`config.mk`:
```
export PLATFORM = sky130hd
export DESIGN_NAME = mbox_top
export DESIGN_NICKNAME = d
export VERILOG_FILES = /design/src/mbox_pkg.sv /design/src/mbox_credit_if.sv /design/src/soc_ifc_rx.sv /design/src/boot_fsm.sv /design/src/mbox_ctrl.sv /design/src/mbox_top.sv
export SDC_FILE = /design/constraint.sdc
export NUM_CORES = 1
export LEC_CHECK = 0
export ABC_AREA = 1
export BUFFER_PORTS_ARGS = -buffer_cell sky130_fd_sc_hd__buf_2
export CAP_MARGIN = 20
export CORE_MARGIN = 5
export CORE_UTILIZATION = 55
export CTS_CLUSTER_DIAMETER = 80
export DETAILED_ROUTE_END_ITERATION = 10
export GPL_TIMING_DRIVEN = 1
export PLACE_DENSITY = 0.86
export SKIP_CTS_REPAIR_TIMING = 1
export SLEW_MARGIN = 20
export SYNTH_ARGS = -nofsm -noshare
export SYNTH_HDL_FRONTEND = slang
export SYNTH_SLANG_ARGS = --single-unit
```
`constraint.sdc`:
```
create_clock -name clk -period 3.4 [get_ports clk]
set_clock_uncertainty 0.15 [all_clocks]
set_input_delay 0.17 -clock clk [delete_from_list [all_inputs] [get_ports clk]]
set_output_delay 0.17 -clock clk [all_outputs]
set_load 0.1 [all_outputs]
```
`src/mbox_pkg.sv`:
```
// Sizes and encodings shared by the mailbox design and its testbench
// The mailbox SRAM stores one even-parity bit above each data word
package mbox_pkg;

    // Data path and mailbox SRAM geometry
    localparam int MBOX_DATA_W = 32;
    localparam int MBOX_ADDR_W = 6;
    localparam int MBOX_SRAM_W = MBOX_DATA_W + 1;

    // Receive buffer depth, also the credits first granted to the SoC
    localparam int RX_DEPTH = 4;

    // Controller skid depth and the credits it grants the receive buffer
    localparam int CTRL_CREDITS = 2;

    // Fuse writes needed before fuse_done is honoured
    localparam int FUSE_WORDS = 4;

    typedef enum logic [1:0] {
        BOOT_IDLE,
        BOOT_FUSE,
        BOOT_BRKPOINT,
        BOOT_READY
    } boot_state_t;

endpackage

```
`src/mbox_credit_if.sv`:
```
// Credit-based word channel from the receive buffer to the controller
// The source sends a word only while it holds a credit
interface mbox_credit_if
    import mbox_pkg::*;
();

    logic                   valid;
    logic [MBOX_DATA_W-1:0] data;
    logic                   last;
    // One pulse per freed sink entry
    logic                   credit;

    modport src (
        output valid,
        output data,
        output last,
        input  credit
    );

    modport sink (
        input  valid,
        input  data,
        input  last,
        output credit
    );

endinterface

```
`src/soc_ifc_rx.sv`:
```
// Assumes the SoC writes only while holding a credit, a write into a full buffer is dropped
// SoC credits start only once ready_for_mb_processing is seen high
module soc_ifc_rx
    import mbox_pkg::*;
(
    input  logic                   clk,
    input  logic                   rst_n,
    input  logic                   ready_for_mb_processing,
    input  logic                   soc_valid,
    input  logic [MBOX_DATA_W-1:0] soc_data,
    input  logic                   soc_last,
    output logic                   soc_credit,
    mbox_credit_if.src             credit_if
);
    typedef logic [$clog2(RX_DEPTH)-1:0]         ptr_t;
    typedef logic [$clog2(RX_DEPTH + 1)-1:0]     cnt_t;
    typedef logic [$clog2(CTRL_CREDITS + 1)-1:0] crd_t;

    logic [MBOX_DATA_W-1:0] data_mem [RX_DEPTH];
    logic                   last_mem [RX_DEPTH];
    ptr_t                   wr_ptr;
    ptr_t                   rd_ptr;
    cnt_t                   fill;
    crd_t                   ctrl_crd;
    cnt_t                   soc_owed;
    logic                   init_done;
    logic                   init_grant;
    logic                   push;
    logic                   pop;

    assign push       = soc_valid && (fill != cnt_t'(RX_DEPTH));
    // Forward the head entry whenever the controller has room
    assign pop        = (fill != '0) && (ctrl_crd != '0);
    assign init_grant = ready_for_mb_processing && !init_done;

    assign credit_if.valid = pop;
    assign credit_if.data  = data_mem[rd_ptr];
    assign credit_if.last  = last_mem[rd_ptr];

    // One credit per cycle while any are owed
    assign soc_credit = (soc_owed != '0);

    always_ff @(posedge clk)
    begin
        if (push)
        begin
            data_mem[wr_ptr] <= soc_data;
            last_mem[wr_ptr] <= soc_last;
        end
    end

    always_ff @(posedge clk or negedge rst_n)
    begin
        if (!rst_n)
        begin
            wr_ptr    <= '0;
            rd_ptr    <= '0;
            fill      <= '0;
            ctrl_crd  <= '0;
            soc_owed  <= '0;
            init_done <= 1'b0;
        end
        else
        begin
            if (push)
                wr_ptr <= (wr_ptr == ptr_t'(RX_DEPTH - 1)) ? '0 : wr_ptr + 1'b1;
            if (pop)
                rd_ptr <= (rd_ptr == ptr_t'(RX_DEPTH - 1)) ? '0 : rd_ptr + 1'b1;
            fill     <= fill + cnt_t'(push) - cnt_t'(pop);
            ctrl_crd <= ctrl_crd + crd_t'(credit_if.credit) - crd_t'(pop);
            if (init_grant)
                init_done <= 1'b1;
            // Initial grant once, then one credit back per forwarded word
            soc_owed <= soc_owed + (init_grant ? cnt_t'(RX_DEPTH) : '0)
                        + cnt_t'(pop) - cnt_t'(soc_credit);
        end
    end

endmodule

```
`src/boot_fsm.sv`:
```
// Fuse words are counted only, their values are not kept
// Any fuse write outside the fuse phase is a sticky non-fatal error
module boot_fsm
    import mbox_pkg::*;
(
    input  logic clk,
    input  logic rst_n,
    input  logic fuse_wr,
    input  logic fuse_done,
    input  logic brkpoint,
    output logic ready_for_fuses,
    output logic ready_for_mb_processing,
    output logic error_non_fatal
);
    typedef logic [$clog2(FUSE_WORDS + 1)-1:0] fuse_cnt_t;

    boot_state_t state;
    boot_state_t state_nxt;
    fuse_cnt_t   fuse_cnt;
    logic        fuses_complete;

    assign fuses_complete = (fuse_cnt == fuse_cnt_t'(FUSE_WORDS));

    always_comb
    begin
        state_nxt = state;
        case (state)
            BOOT_IDLE:
                state_nxt = BOOT_FUSE;
            BOOT_FUSE:
            begin
                // fuse_done is ignored until all fuse words arrived
                if (fuse_done && fuses_complete)
                    state_nxt = brkpoint ? BOOT_BRKPOINT : BOOT_READY;
            end
            BOOT_BRKPOINT:
            begin
                if (!brkpoint)
                    state_nxt = BOOT_READY;
            end
            default:
                state_nxt = state;
        endcase
    end

    always_ff @(posedge clk or negedge rst_n)
    begin
        if (!rst_n)
        begin
            state           <= BOOT_IDLE;
            fuse_cnt        <= '0;
            error_non_fatal <= 1'b0;
        end
        else
        begin
            state <= state_nxt;
            if (state == BOOT_FUSE && fuse_wr && !fuses_complete)
                fuse_cnt <= fuse_cnt + 1'b1;
            // Fuses are locked outside the fuse phase
            if (fuse_wr && state != BOOT_FUSE)
                error_non_fatal <= 1'b1;
        end
    end

    assign ready_for_fuses         = (state == BOOT_FUSE);
    assign ready_for_mb_processing = (state == BOOT_READY);

endmodule

```
`src/mbox_ctrl.sv`:
```
// Single-port mailbox SRAM with one-cycle read latency, reads win over writes
// No writes while mailbox_data_avail is high, soc_rd_done rewinds the write pointer
module mbox_ctrl
    import mbox_pkg::*;
(
    input  logic                   clk,
    input  logic                   rst_n,
    input  logic                   soc_rd_en,
    input  logic [MBOX_ADDR_W-1:0] soc_rd_addr,
    input  logic                   soc_rd_done,
    input  logic [MBOX_SRAM_W-1:0] mbox_sram_rdata,
    mbox_credit_if.sink            credit_if,
    output logic                   mbox_sram_cs,
    output logic                   mbox_sram_we,
    output logic [MBOX_ADDR_W-1:0] mbox_sram_addr,
    output logic [MBOX_SRAM_W-1:0] mbox_sram_wdata,
    output logic                   soc_rd_valid,
    output logic [MBOX_DATA_W-1:0] soc_rd_data,
    output logic                   mailbox_data_avail,
    output logic                   error_fatal
);
    typedef logic [$clog2(CTRL_CREDITS)-1:0]     sptr_t;
    typedef logic [$clog2(CTRL_CREDITS + 1)-1:0] scnt_t;

    logic [MBOX_DATA_W-1:0] skid_data [CTRL_CREDITS];
    logic                   skid_last [CTRL_CREDITS];
    sptr_t                  skid_wr;
    sptr_t                  skid_rd;
    scnt_t                  skid_fill;
    scnt_t                  init_left;
    logic                   init_pulse;
    logic [MBOX_ADDR_W-1:0] wr_addr;
    logic [MBOX_ADDR_W-1:0] rd_addr_q;
    logic                   rd_pend;
    logic                   wr_go;
    logic [MBOX_DATA_W-1:0] head_data;

    assign head_data = skid_data[skid_rd];

    // Drain the skid only when no read owns the port
    assign wr_go = (skid_fill != '0) && !rd_pend && !mailbox_data_avail;

    // Freed entry is credited in the write cycle itself
    assign credit_if.credit = wr_go || init_pulse;

    assign mbox_sram_cs    = rd_pend || wr_go;
    assign mbox_sram_we    = wr_go;
    assign mbox_sram_addr  = rd_pend ? rd_addr_q : wr_addr;
    // Even parity over the stored word
    assign mbox_sram_wdata = {^head_data, head_data};
    assign soc_rd_data     = mbox_sram_rdata[MBOX_DATA_W-1:0];

    always_ff @(posedge clk)
    begin
        if (credit_if.valid)
        begin
            skid_data[skid_wr] <= credit_if.data;
            skid_last[skid_wr] <= credit_if.last;
        end
        if (soc_rd_en)
            rd_addr_q <= soc_rd_addr;
    end

    always_ff @(posedge clk or negedge rst_n)
    begin
        if (!rst_n)
        begin
            skid_wr            <= '0;
            skid_rd            <= '0;
            skid_fill          <= '0;
            init_left          <= scnt_t'(CTRL_CREDITS);
            init_pulse         <= 1'b0;
            wr_addr            <= '0;
            rd_pend            <= 1'b0;
            soc_rd_valid       <= 1'b0;
            mailbox_data_avail <= 1'b0;
            error_fatal        <= 1'b0;
        end
        else
        begin
            // Initial credits, one per cycle after reset
            init_pulse <= (init_left != '0);
            if (init_left != '0)
                init_left <= init_left - 1'b1;

            if (credit_if.valid)
                skid_wr <= (skid_wr == sptr_t'(CTRL_CREDITS - 1)) ? '0 : skid_wr + 1'b1;
            if (wr_go)
                skid_rd <= (skid_rd == sptr_t'(CTRL_CREDITS - 1)) ? '0 : skid_rd + 1'b1;
            skid_fill <= skid_fill + scnt_t'(credit_if.valid) - scnt_t'(wr_go);

            rd_pend      <= soc_rd_en;
            soc_rd_valid <= rd_pend;

            if (soc_rd_done)
            begin
                mailbox_data_avail <= 1'b0;
                wr_addr            <= '0;
            end
            else if (wr_go)
            begin
                wr_addr <= wr_addr + 1'b1;
                if (skid_last[skid_rd])
                    mailbox_data_avail <= 1'b1;
            end

            // Odd parity on readback means a corrupted word
            if (soc_rd_valid && ^mbox_sram_rdata)
                error_fatal <= 1'b1;
        end
    end

endmodule

```
`src/mbox_top.sv`:
```
// Mailbox subsystem top, the mailbox SRAM sits outside on the mbox_sram_* ports
// The SoC may write only while it holds credits from soc_credit
module mbox_top
    import mbox_pkg::*;
(
    input  logic                   clk,
    input  logic                   rst_n,
    input  logic                   fuse_wr,
    input  logic                   fuse_done,
    input  logic                   brkpoint,
    output logic                   ready_for_fuses,
    output logic                   ready_for_mb_processing,
    input  logic                   soc_valid,
    input  logic [MBOX_DATA_W-1:0] soc_data,
    input  logic                   soc_last,
    output logic                   soc_credit,
    input  logic                   soc_rd_en,
    input  logic [MBOX_ADDR_W-1:0] soc_rd_addr,
    input  logic                   soc_rd_done,
    output logic                   soc_rd_valid,
    output logic [MBOX_DATA_W-1:0] soc_rd_data,
    output logic                   mailbox_data_avail,
    output logic                   mbox_sram_cs,
    output logic                   mbox_sram_we,
    output logic [MBOX_ADDR_W-1:0] mbox_sram_addr,
    output logic [MBOX_SRAM_W-1:0] mbox_sram_wdata,
    input  logic [MBOX_SRAM_W-1:0] mbox_sram_rdata,
    output logic                   error_fatal,
    output logic                   error_non_fatal
);

    mbox_credit_if crd_if ();

    boot_fsm u_boot_fsm (
        .clk                     (clk),
        .rst_n                   (rst_n),
        .fuse_wr                 (fuse_wr),
        .fuse_done               (fuse_done),
        .brkpoint                (brkpoint),
        .ready_for_fuses         (ready_for_fuses),
        .ready_for_mb_processing (ready_for_mb_processing),
        .error_non_fatal         (error_non_fatal)
    );

    soc_ifc_rx u_soc_ifc_rx (
        .clk                     (clk),
        .rst_n                   (rst_n),
        .ready_for_mb_processing (ready_for_mb_processing),
        .soc_valid               (soc_valid),
        .soc_data                (soc_data),
        .soc_last                (soc_last),
        .soc_credit              (soc_credit),
        .credit_if               (crd_if.src)
    );

    mbox_ctrl u_mbox_ctrl (
        .clk                (clk),
        .rst_n              (rst_n),
        .soc_rd_en          (soc_rd_en),
        .soc_rd_addr        (soc_rd_addr),
        .soc_rd_done        (soc_rd_done),
        .mbox_sram_rdata    (mbox_sram_rdata),
        .credit_if          (crd_if.sink),
        .mbox_sram_cs       (mbox_sram_cs),
        .mbox_sram_we       (mbox_sram_we),
        .mbox_sram_addr     (mbox_sram_addr),
        .mbox_sram_wdata    (mbox_sram_wdata),
        .soc_rd_valid       (soc_rd_valid),
        .soc_rd_data        (soc_rd_data),
        .mailbox_data_avail (mailbox_data_avail),
        .error_fatal        (error_fatal)
    );

endmodule

```
-- After elaboration in Yosys (flattened, before gate mapping)
Memories as Yosys holds them, arrays and structs flattened.
Cells that the tools add are included.
- add/subtract/negate cells: 16
- eq/ne operators: 10
- multiplexer cells: 19
- reductions and logical operators: 29
- operator list (operator ; number):
    parity 33 bit ; 1
    parity 32 bit ; 1
    two-way mux 6 bit ; 3
    logical AND 1 bit ; 10
    two-way mux 1 bit ; 10
    nonzero test 2 bit ; 5
    nonzero test 3 bit ; 3
    == test 2 bit, second input constant ; 4
    two-way mux 2 bit ; 4
    adder 3 x 1 -> 3 bit ; 2
    adder 6 x 1 -> 6 bit, second input constant ; 1
    case mux 2 bit (3 select lines) ; 1
    subtractor 3 x 1 -> 3 bit ; 2
    adder 2 x 1 -> 2 bit ; 2
    adder 2 x 1 -> 2 bit, second input constant ; 2
    logical NOT 1 bit ; 4
    != test 2 x 1 -> 1 bit, second input constant ; 2
    subtractor 2 x 1 -> 2 bit ; 2
    adder 3 x 1 -> 3 bit, second input constant ; 1
    adder 3 bit ; 1
    == test 3 bit, second input constant ; 1
    two-way mux 3 bit ; 1
    != test 3 bit, second input constant ; 1
    AND reduction 3 bit ; 1
    7 further kinds ; 9
- flip-flop bits (word level): 42
- memory bits (writable): 198
- output and inout port bits: 80
- word-level logic and storage cells: 98
- memories kept: 4
- memory list (memory ; words ; width ; rd ports ; clocked after memory_dff ; write ports ; RTL line ; RTL):
    u_soc_ifc_rx.data_mem ; 4 ; 32 ; 1 ; 0 ; 1 ; soc_ifc_rx.sv:19 ; logic [MBOX_DATA_W-1:0] data_mem [RX_DEPTH];
    u_mbox_ctrl.skid_data ; 2 ; 32 ; 1 ; 0 ; 1 ; mbox_ctrl.sv:25 ; logic [MBOX_DATA_W-1:0] skid_data [CTRL_CREDITS];
    u_soc_ifc_rx.last_mem ; 4 ; 1 ; 1 ; 0 ; 1 ; soc_ifc_rx.sv:20 ; logic last_mem [RX_DEPTH];
    u_mbox_ctrl.skid_last ; 2 ; 1 ; 1 ; 0 ; 1 ; mbox_ctrl.sv:26 ; logic skid_last [CTRL_CREDITS];

-- Longest topological paths before layout
Gate-level depths: netlist of the first run.
- depth after elaboration: 6
- mapped depth: 18
- depth with buffers taken out: 16

-- By module
Synthesis of the first run repeated with hierarchy kept, for this count alone.
- cell total of the unflattened synthesis: 1159
- area, all modules: 11617.4 um^2
- modules (own cells, without submodules) (module ; instances ; cells each ; area each (um^2) ; sequential area each (um^2)):
    soc_ifc_rx ; 1 ; 405 ; 5909.4 ; 4289.1
    mbox_ctrl ; 1 ; 713 ; 5355.1 ; 2588.7
    boot_fsm ; 1 ; 41 ; 352.8 ; 150.1

-- Worst setup path before layout of the first run
No wires, ideal clock.
- path type: reg2out
- start: register u_mbox_ctrl.skid_rd
- end: output mbox_sram_wdata[32]
- arrival time: 3.424 ns
- slack: -0.344 ns
- stages on the path, launching flop included: 16
- buffers on the path: 2
- cell sequence: dfrtp_1 -> buf_6 -> buf_6 -> o21ai_1 -> nand2_1 -> nand2_1 -> nand2_2 -> inv_2 -> nor2_1 -> nand2_1 -> nand2_2 -> inv_1 -> nand2_1 -> nand2_1 -> nand2_1 -> nand2_1
- word-level cells in the longest chain between the ends: 2
- RTL lines (item ; RTL line ; RTL):
    from (decl) ; mbox_ctrl.sv:28 ; sptr_t skid_rd;
    from (signal assigned) ; mbox_ctrl.sv:89 ; skid_rd <= (skid_rd == sptr_t'(CTRL_CREDITS - 1)) ? '0 : skid_rd + 1'b1;
    memory (2 x 32 bit) ; -- ;
    named net mbox_sram_wdata[11] ; mbox_top.sv:26 ; output logic [MBOX_SRAM_W-1:0] mbox_sram_wdata,
    parity 32 bit ; mbox_ctrl.sv:50 ; assign mbox_sram_wdata = {^head_data, head_data};
    to (decl) ; mbox_top.sv:26 ;
The timed path passes the listed nets, and every way through them passes these cells.

-- Final worst setup path of the first run
- start: register u_mbox_ctrl.skid_rd
- end: output mbox_sram_wdata[32]
- word-level cells in the longest chain between the ends: 2
- RTL lines (item ; RTL line):
    memory (2 x 32 bit) ; --
    parity 32 bit ; mbox_ctrl.sv:50
Every way passes these cells.

==> metrics.txt, run 1 <==
run status=completed; Pleak=5.936 nW; Clock Pin Slew Worst Setup and Hold Paths=approximately 0.060 ns; first-pass GRT wire length=38160 um; Overall Power=7.646 mW; P&R area growth vs syn=17.82%; wire per inst=between 15 and 20 um; die area=0.02357 mm2; fin cells=1600; Antenna Cells=0; r2r setup slk=roughly 1.0 ns; Comb power frac=approximately 18%; total track usage=around a fifth; Vias/cell=5.264; CP Capture Type=primary output; DRT antenna net count=0; clock root cell=clkbuf_16; flops & latches, synth=240; Final setup viols=0; number of max-slew violations in the final report=0; vias in the first global route=8017; average size of a mapped cell=approximately 10 um2; synth warn=0; critical path type=flip-flop to primary output; clk sinks=240; crit path DAT=2.85 ns; first-pass iteration count of the detailed router=5; Vias=8423; worst vdd ir=0.5161 mV; PnR worst setup slack=0.2304 ns; core outline area=0.02023 mm2; Die Y=roughly 150 um; Skew-Pair Late Insertion Delay=about 0.52 ns; Initial Util=56.00%; Clk pwr share=32.3%; largest net degree at the start of global routing=a little under 70; HPWL Detailed=16240 um; CP dominant cell by count=nand2_1; Inst Count DP=approximately 1500; fin area=0.01335 mm2; nature of the critical path startpoint=flip-flop; Max clock buf depth=3; Port-buffer cells=159; CTS buffer count=24; Cell Chain, Critical Path=buf_4, nand2_1, inv_1, nor2_1, nand2_1, nand2_1, nor2_1, nor2_1, nand2_1, nand2_2, inv_1, nand2_1, nand2_1, nand2_1, nand2_1, buf_2; Synth cell types=36; post-synthesis net count=approximately 1200; setup TNS=0 ns; worst slew pin tran=0.7835 ns; Max-Cap Viols=0; CP max FO=38; placed cell area=0.01215 mm2; synthesized instance count=~1100; RSZ-0062 raised after global routing=false; H-tree lvl count=1; NumNets Final=1412; Hold Crit Class=input port to flip-flop; Worst EP required=3.08 ns; # rows=52; TritonCTS clock tree=done; max_slew headroom=between 40% and 50%; Net Sw Frac=28.69%; Die X=roughly 150 um; pre-CTS WS=0.7580 ns; Fmax achieved=~320 MHz; Hold Fails Final Rpt=0; internal power=~5.5 mW; Post-Route WL=between 20000 and 30000 um; Final GP Congestion=0.8879; sequential share of power=50.1%; Slowest-stage cell, CP=buf_2; layout cells sized above 1=20.68%; initial antenna violation count=0; # fillers=1433; max incr delay on CP=between 0.4 and 0.5 ns; Iteration-0 DRC Markers=802; PD cells=572.6 mW/mm2; Post-Syn Area=0.01133 mm2; sw power=2.194 mW; Seq/Total Area, Yosys=62.02%; # IOs=160; minimum clock period=3.170 ns; Tcrit/Tclk final=between 90% and 100%; GR Overflow Total=0; number of remaining DRC errors=0
registers in the layout, summed over array words and instances (netlist names), 3 cells and up:
name / count
u_soc_ifc_rx.data_mem: 128
u_soc_ifc_rx.last_mem: 4
u_mbox_ctrl.skid_data: 64
u_mbox_ctrl.rd_addr_q: 6
u_soc_ifc_rx.soc_owed: 3
u_boot_fsm.fuse_cnt: 3
u_soc_ifc_rx.fill: 3
u_mbox_ctrl.wr_addr: 6
synth_stat cells, drive strengths merged:
master	number	share of area, %
xnor2	14	1.1
clkbuf	21	0.70
clkinv	1	0.033
dfrtp	35	7.7
xor2	7	0.54
o21ai	116	5.6
nand3	19	0.84
inv	123	4.1
fa	2	0.35
dfstp	1	0.23
a21o	1	0.066
a21oi	8	0.35
nor3	2	0.088
edfxtp	204	54
buf	44	3.4
nor4	1	0.055
a21boi	1	0.066
nor2	96	3.2
o211ai	1	0.066
o32ai	1	0.14
nand3b	1	0.066
ha	18	2.0
a211oi	1	0.066
nand2	380	13
o22ai	33	1.8
nand4	2	0.11
cells in the final DEF, fill, tap and decap left out, drive strengths merged:
cell and n:
a211oi 1, a21boi 1, a21o 1, a21oi 8, buf 172, bufinv 1, clkbuf 32, clkinv 12
dfrtp 35, dfstp 1, dlygate4sd3 46, edfxtp 204, fa 2, ha 18, inv 123, nand2 380
nand3 19, nand3b 1, nand4 2, nor2 96, nor3 2, nor4 1, o211ai 1, o21ai 116
o22ai 33, o32ai 1, xnor2 14, xor2 7
critical path, delay by kind of cell (launching register included):
family / cells / cell delay (ns)
buffers and inverters: 4 / 0.98
DFF: 1 / 0.41
and+or+nand+nor: 12 / 0.92
cell type report:
| type | instances | area (um2) | share of cell area [%] |
|---|---|---|---|
| Multi-Input combinational cell | 704 | 3420 | 25.61 |
| Tap cell | 270 | 337.8 | 2.530 |
| Sequential cell | 240 | 7029 | 52.65 |
| Inverter | 124 | 470.5 | 3.524 |
| Clock buffer | 32 | 640.6 | 4.798 |
| Timing Repair Buffer | 218 | 1354 | 10.14 |
| Clock inverter | 12 | 100.1 | 0.7497 |
final timing paths:
path / start / to / cells past startpoint
worst max-delay path: u_mbox_ctrl.skid_rd / mbox_sram_wdata[32] / 16
worst min-delay path: soc_valid / u_soc_ifc_rx.wr_ptr[1] / 4
worst max register to register: u_mbox_ctrl.rd_pend / u_soc_ifc_rx.ctrl_crd[1] / 9
worst min register to register: u_boot_fsm.error_non_fatal / u_boot_fsm.error_non_fatal / 1
max in group asynchronous: rst_n / u_mbox_ctrl.skid_rd / 2
min in group asynchronous: rst_n / u_mbox_ctrl.wr_addr[4] / 2
metrics by stage:
stage                     utilization, %  hold WS [ns]
after floorplan                        -       -0.2756
after global placement             60.05        0.1456
after detailed placement           60.05        0.1507
after CTS                          63.71       -0.3914
after global routing               65.98       0.01735
final                              65.98     0.0001223
power groups by stage:
stage / combinational [mW] / clock [mW] / sequential [mW]
4_1_cts: 1.28 / 2.49 / 3.81
2_1_floorplan: 0.945 / 0 / 3.84
3_3_place_gp: 1.21 / 0 / 3.85
5_1_grt: 1.47 / 2.63 / 3.86
3_5_place_dp: 1.28 / 0 / 3.87
6_report: 1.34 / 2.47 / 3.83
cell families (layout without fill, tap and decap cells):
| family | Yosys count | after routing | share of synthesized area (%) |
|---|---|---|---|
| AND/OR/NAND/NOR | 501 | 501 | 17.61 |
| XOR/XNOR | 21 | 21 | 1.623 |
| adder cells (fa/ha/maj) | 20 | 20 | 2.341 |
| buffers and inverters | 189 | 386 | 8.237 |
| flip-flops | 240 | 240 | 62.02 |
| AO/OA/AOI/OAI | 162 | 162 | 8.171 |
routing by layer:
| metal | vias up | share of wire [%] | GRT usage [%] |
|---|---|---|---|
| li1 | 4067 | - | - |
| met1 | 3924 | 39 | 23.64 |
| met4 | 0 | 3.2 | 7.611 |
| met5 | - | 0 | 0 |
| met3 | 58 | 7.4 | 4.328 |
| met2 | 374 | 50 | 35.14 |
Note: power is estimated with default switching activity, not from simulation.
==> inputs of run 2 (changes only) <==
--- a/config.mk
+++ b/config.mk
@@ -14,6 +14,7 @@
 export DETAILED_ROUTE_END_ITERATION = 10
 export GPL_TIMING_DRIVEN = 1
 export PLACE_DENSITY = 0.86
+export REMOVE_ABC_BUFFERS = 1
 export SKIP_CTS_REPAIR_TIMING = 1
 export SLEW_MARGIN = 20
 export SYNTH_ARGS = -nofsm -noshare
==> metrics.txt, run 2 (synthesized netlist as in run 1, its figures left out) <==
Hold Crit Class=input port to flip-flop; vias in the first global route=slightly below 8000; first-pass iteration count of the detailed router=5; # IOs=160; max_slew headroom=43.76%; Finished Core Util=roughly two thirds; # rows=52; crit-path leading delay family=buffers and inverters; Worst Hold Launch=mbox_sram_rdata[16]; number of remaining DRC errors=0; Comb power frac=17.5%; run status=completed; sequential share of power=49.1%; number of max-slew violations in the final report=0; commonest cells after routing, fill and taps aside=358 x nand2_1, 204 x edfxtp_1, 158 x buf_2; most flop-heavy register=u_soc_ifc_rx.data_mem; wire per inst=roughly 15 um; Post-Route WL=24820 um; CP max FO=36; Max clock buf depth=3; Final GP Congestion=about 0.8; TritonCTS clock tree=done; r2r setup slk=0.91 ns; worst slew pin tran=0.8436 ns; fin area=0.01344 mm2; Vias=8389; HPWL Detailed=16120 um; initial antenna violation count=2; minimum clock period=3.049 ns; Iteration-0 DRC Markers=roughly 520; Net Sw Frac=28.32%; first-pass GRT wire length=between 30000 and 40000 um; NumNets Final=1418; GR Overflow Total=0; Hold Path Sink=u_mbox_ctrl.error_fatal; Pleak=5.964 nW; Port-buffer cells=159; setup TNS=0 ns; r2r startpoint=u_soc_ifc_rx.fill[1]; CP Capture Type=primary output; max incr delay on CP=0.47 ns; internal power=around 5.6 mW; PD cells=577.6 mW/mm2; H-tree lvl count=1; max FFs per register=128; Final setup viols=0; DRT antenna net count=0; worst vdd ir=around 0.77 mV; largest net degree at the start of global routing=69; clk sinks=240; Clock Pin Slew Worst Setup and Hold Paths=0.07 ns; crit path DAT=roughly 2.7 ns; sw power=~2.2 mW; die area=between 0.02 and 0.025 mm2; r2r worst-path depth=5; clock root cell=clkbuf_16; core outline area=0.02023 mm2; Skew-Pair Late Insertion Delay=~0.52 ns; P&R area growth vs syn=18.59%; CTS buffer count=25; Buffers & Inverters on Critical Path=4; Reg2Reg Capture Point=u_soc_ifc_rx.data_mem[2][21]; critical path type=flip-flop to primary output; Hold Crit Depth=8; Die X=153.5 um; PnR worst setup slack=0.3506 ns; hold_ws=roughly 0.15 ns; Fmax achieved=327.9 MHz; layout cells sized above 1=20.28%; total track usage=19.32%; Slowest-stage cell, CP=dfrtp_2; CP dominant cell by count=nand2_1; Max-Cap Viols=0; Clk pwr share=33.4%; nature of the critical path startpoint=flip-flop; commonest non-fill, non-tap cell in the layout=nand2_1; Worst EP required=around 3 ns; Tcrit/Tclk final=89.69%; Vias/cell=5.217; Hold Fails Final Rpt=0; Cell Chain, Critical Path=buf_4, nand2_1, o21ai_1, nand2_1, nand2_1, inv_2, nand2_1, nand2_1, nand2_1, nand2_2, inv_2, nand2_1, nand2_1, nand2_1, nand2_1, clkbuf_4; Initial Util=56.00%; pre-CTS WS=0.8273 ns; Die Y=~150 um; # fillers=1454; top flop regs=u_soc_ifc_rx.data_mem: 128 flops, u_mbox_ctrl.skid_data: 64 flops; placed cell area=approximately 0.012 mm2; RSZ-0062 raised after global routing=false
## run 2: routing by layer
metal  part of all wire, %  GRT usage, %  routed length, um  vias to the layer above
li1                      -             -                  -                     4076
met3                   7.6         3.626               1893                       63
met2                    53         35.89              13110                      336
met5                     0             0                  0                        -
met4                   2.6         5.677                639                        0
met1                    37         22.81               9179                     3914
## run 2: worst min-delay path: stages
cell and delay (ns):
buf_2 0.09, xor2_1 0.07, nand3_1 0.07, nand2_1 0.09
nand2_1 0.09, nand3_1 0.06, nand3_1 0.08, nand2_1 0.04
## run 2: layout make-up
class / count / area, um2 / area share [%]
tap: 270 / 337.8 / 2.514
inverter: 124 / 470.5 / 3.501
clock inverter: 16 / 142.6 / 1.061
sequential: 240 / 7030 / 52.31
clock buffer: 29 / 640.6 / 4.767
multi-input combinational: 704 / 3416 / 25.42
timing repair buffer: 223 / 1396 / 10.39
antenna: 2 / 5.005 / 0.03724
## run 2: worst max-delay path by stage
stage | start | depth (start not counted) | end | slack (ns)
after detailed placement | u_mbox_ctrl.skid_rd | 16 | mbox_sram_wdata[32] | 0.83
after global placement | u_mbox_ctrl.skid_rd | 16 | mbox_sram_wdata[32] | 0.92
after global routing | u_mbox_ctrl.skid_rd | 16 | mbox_sram_wdata[32] | 0.05
final | u_mbox_ctrl.skid_rd | 16 | mbox_sram_wdata[32] | 0.35
after floorplan | u_mbox_ctrl.skid_rd | 13 | mbox_sram_wdata[32] | -1.02
after CTS | u_mbox_ctrl.skid_rd | 16 | mbox_sram_wdata[32] | 0.27
## run 2: stage by stage
step / power, mW / cells
2_1_floorplan: 4.611 / 1068
3_5_place_dp: 5.171 / 1514
3_3_place_gp: 5.088 / 1514
4_1_cts: 7.732 / 1559
5_1_grt: 8.092 / 1608
6_report: 7.763 / 1608
## run 2: power by group through the flow
stage	logic (mW)	registers, mW	clock network [mW]
final	1.36	3.81	2.59
after global routing	1.50	3.84	2.75
after CTS	1.31	3.81	2.61
after detailed placement	1.30	3.87	0
after global placement	1.24	3.84	0
after floorplan	0.766	3.85	0
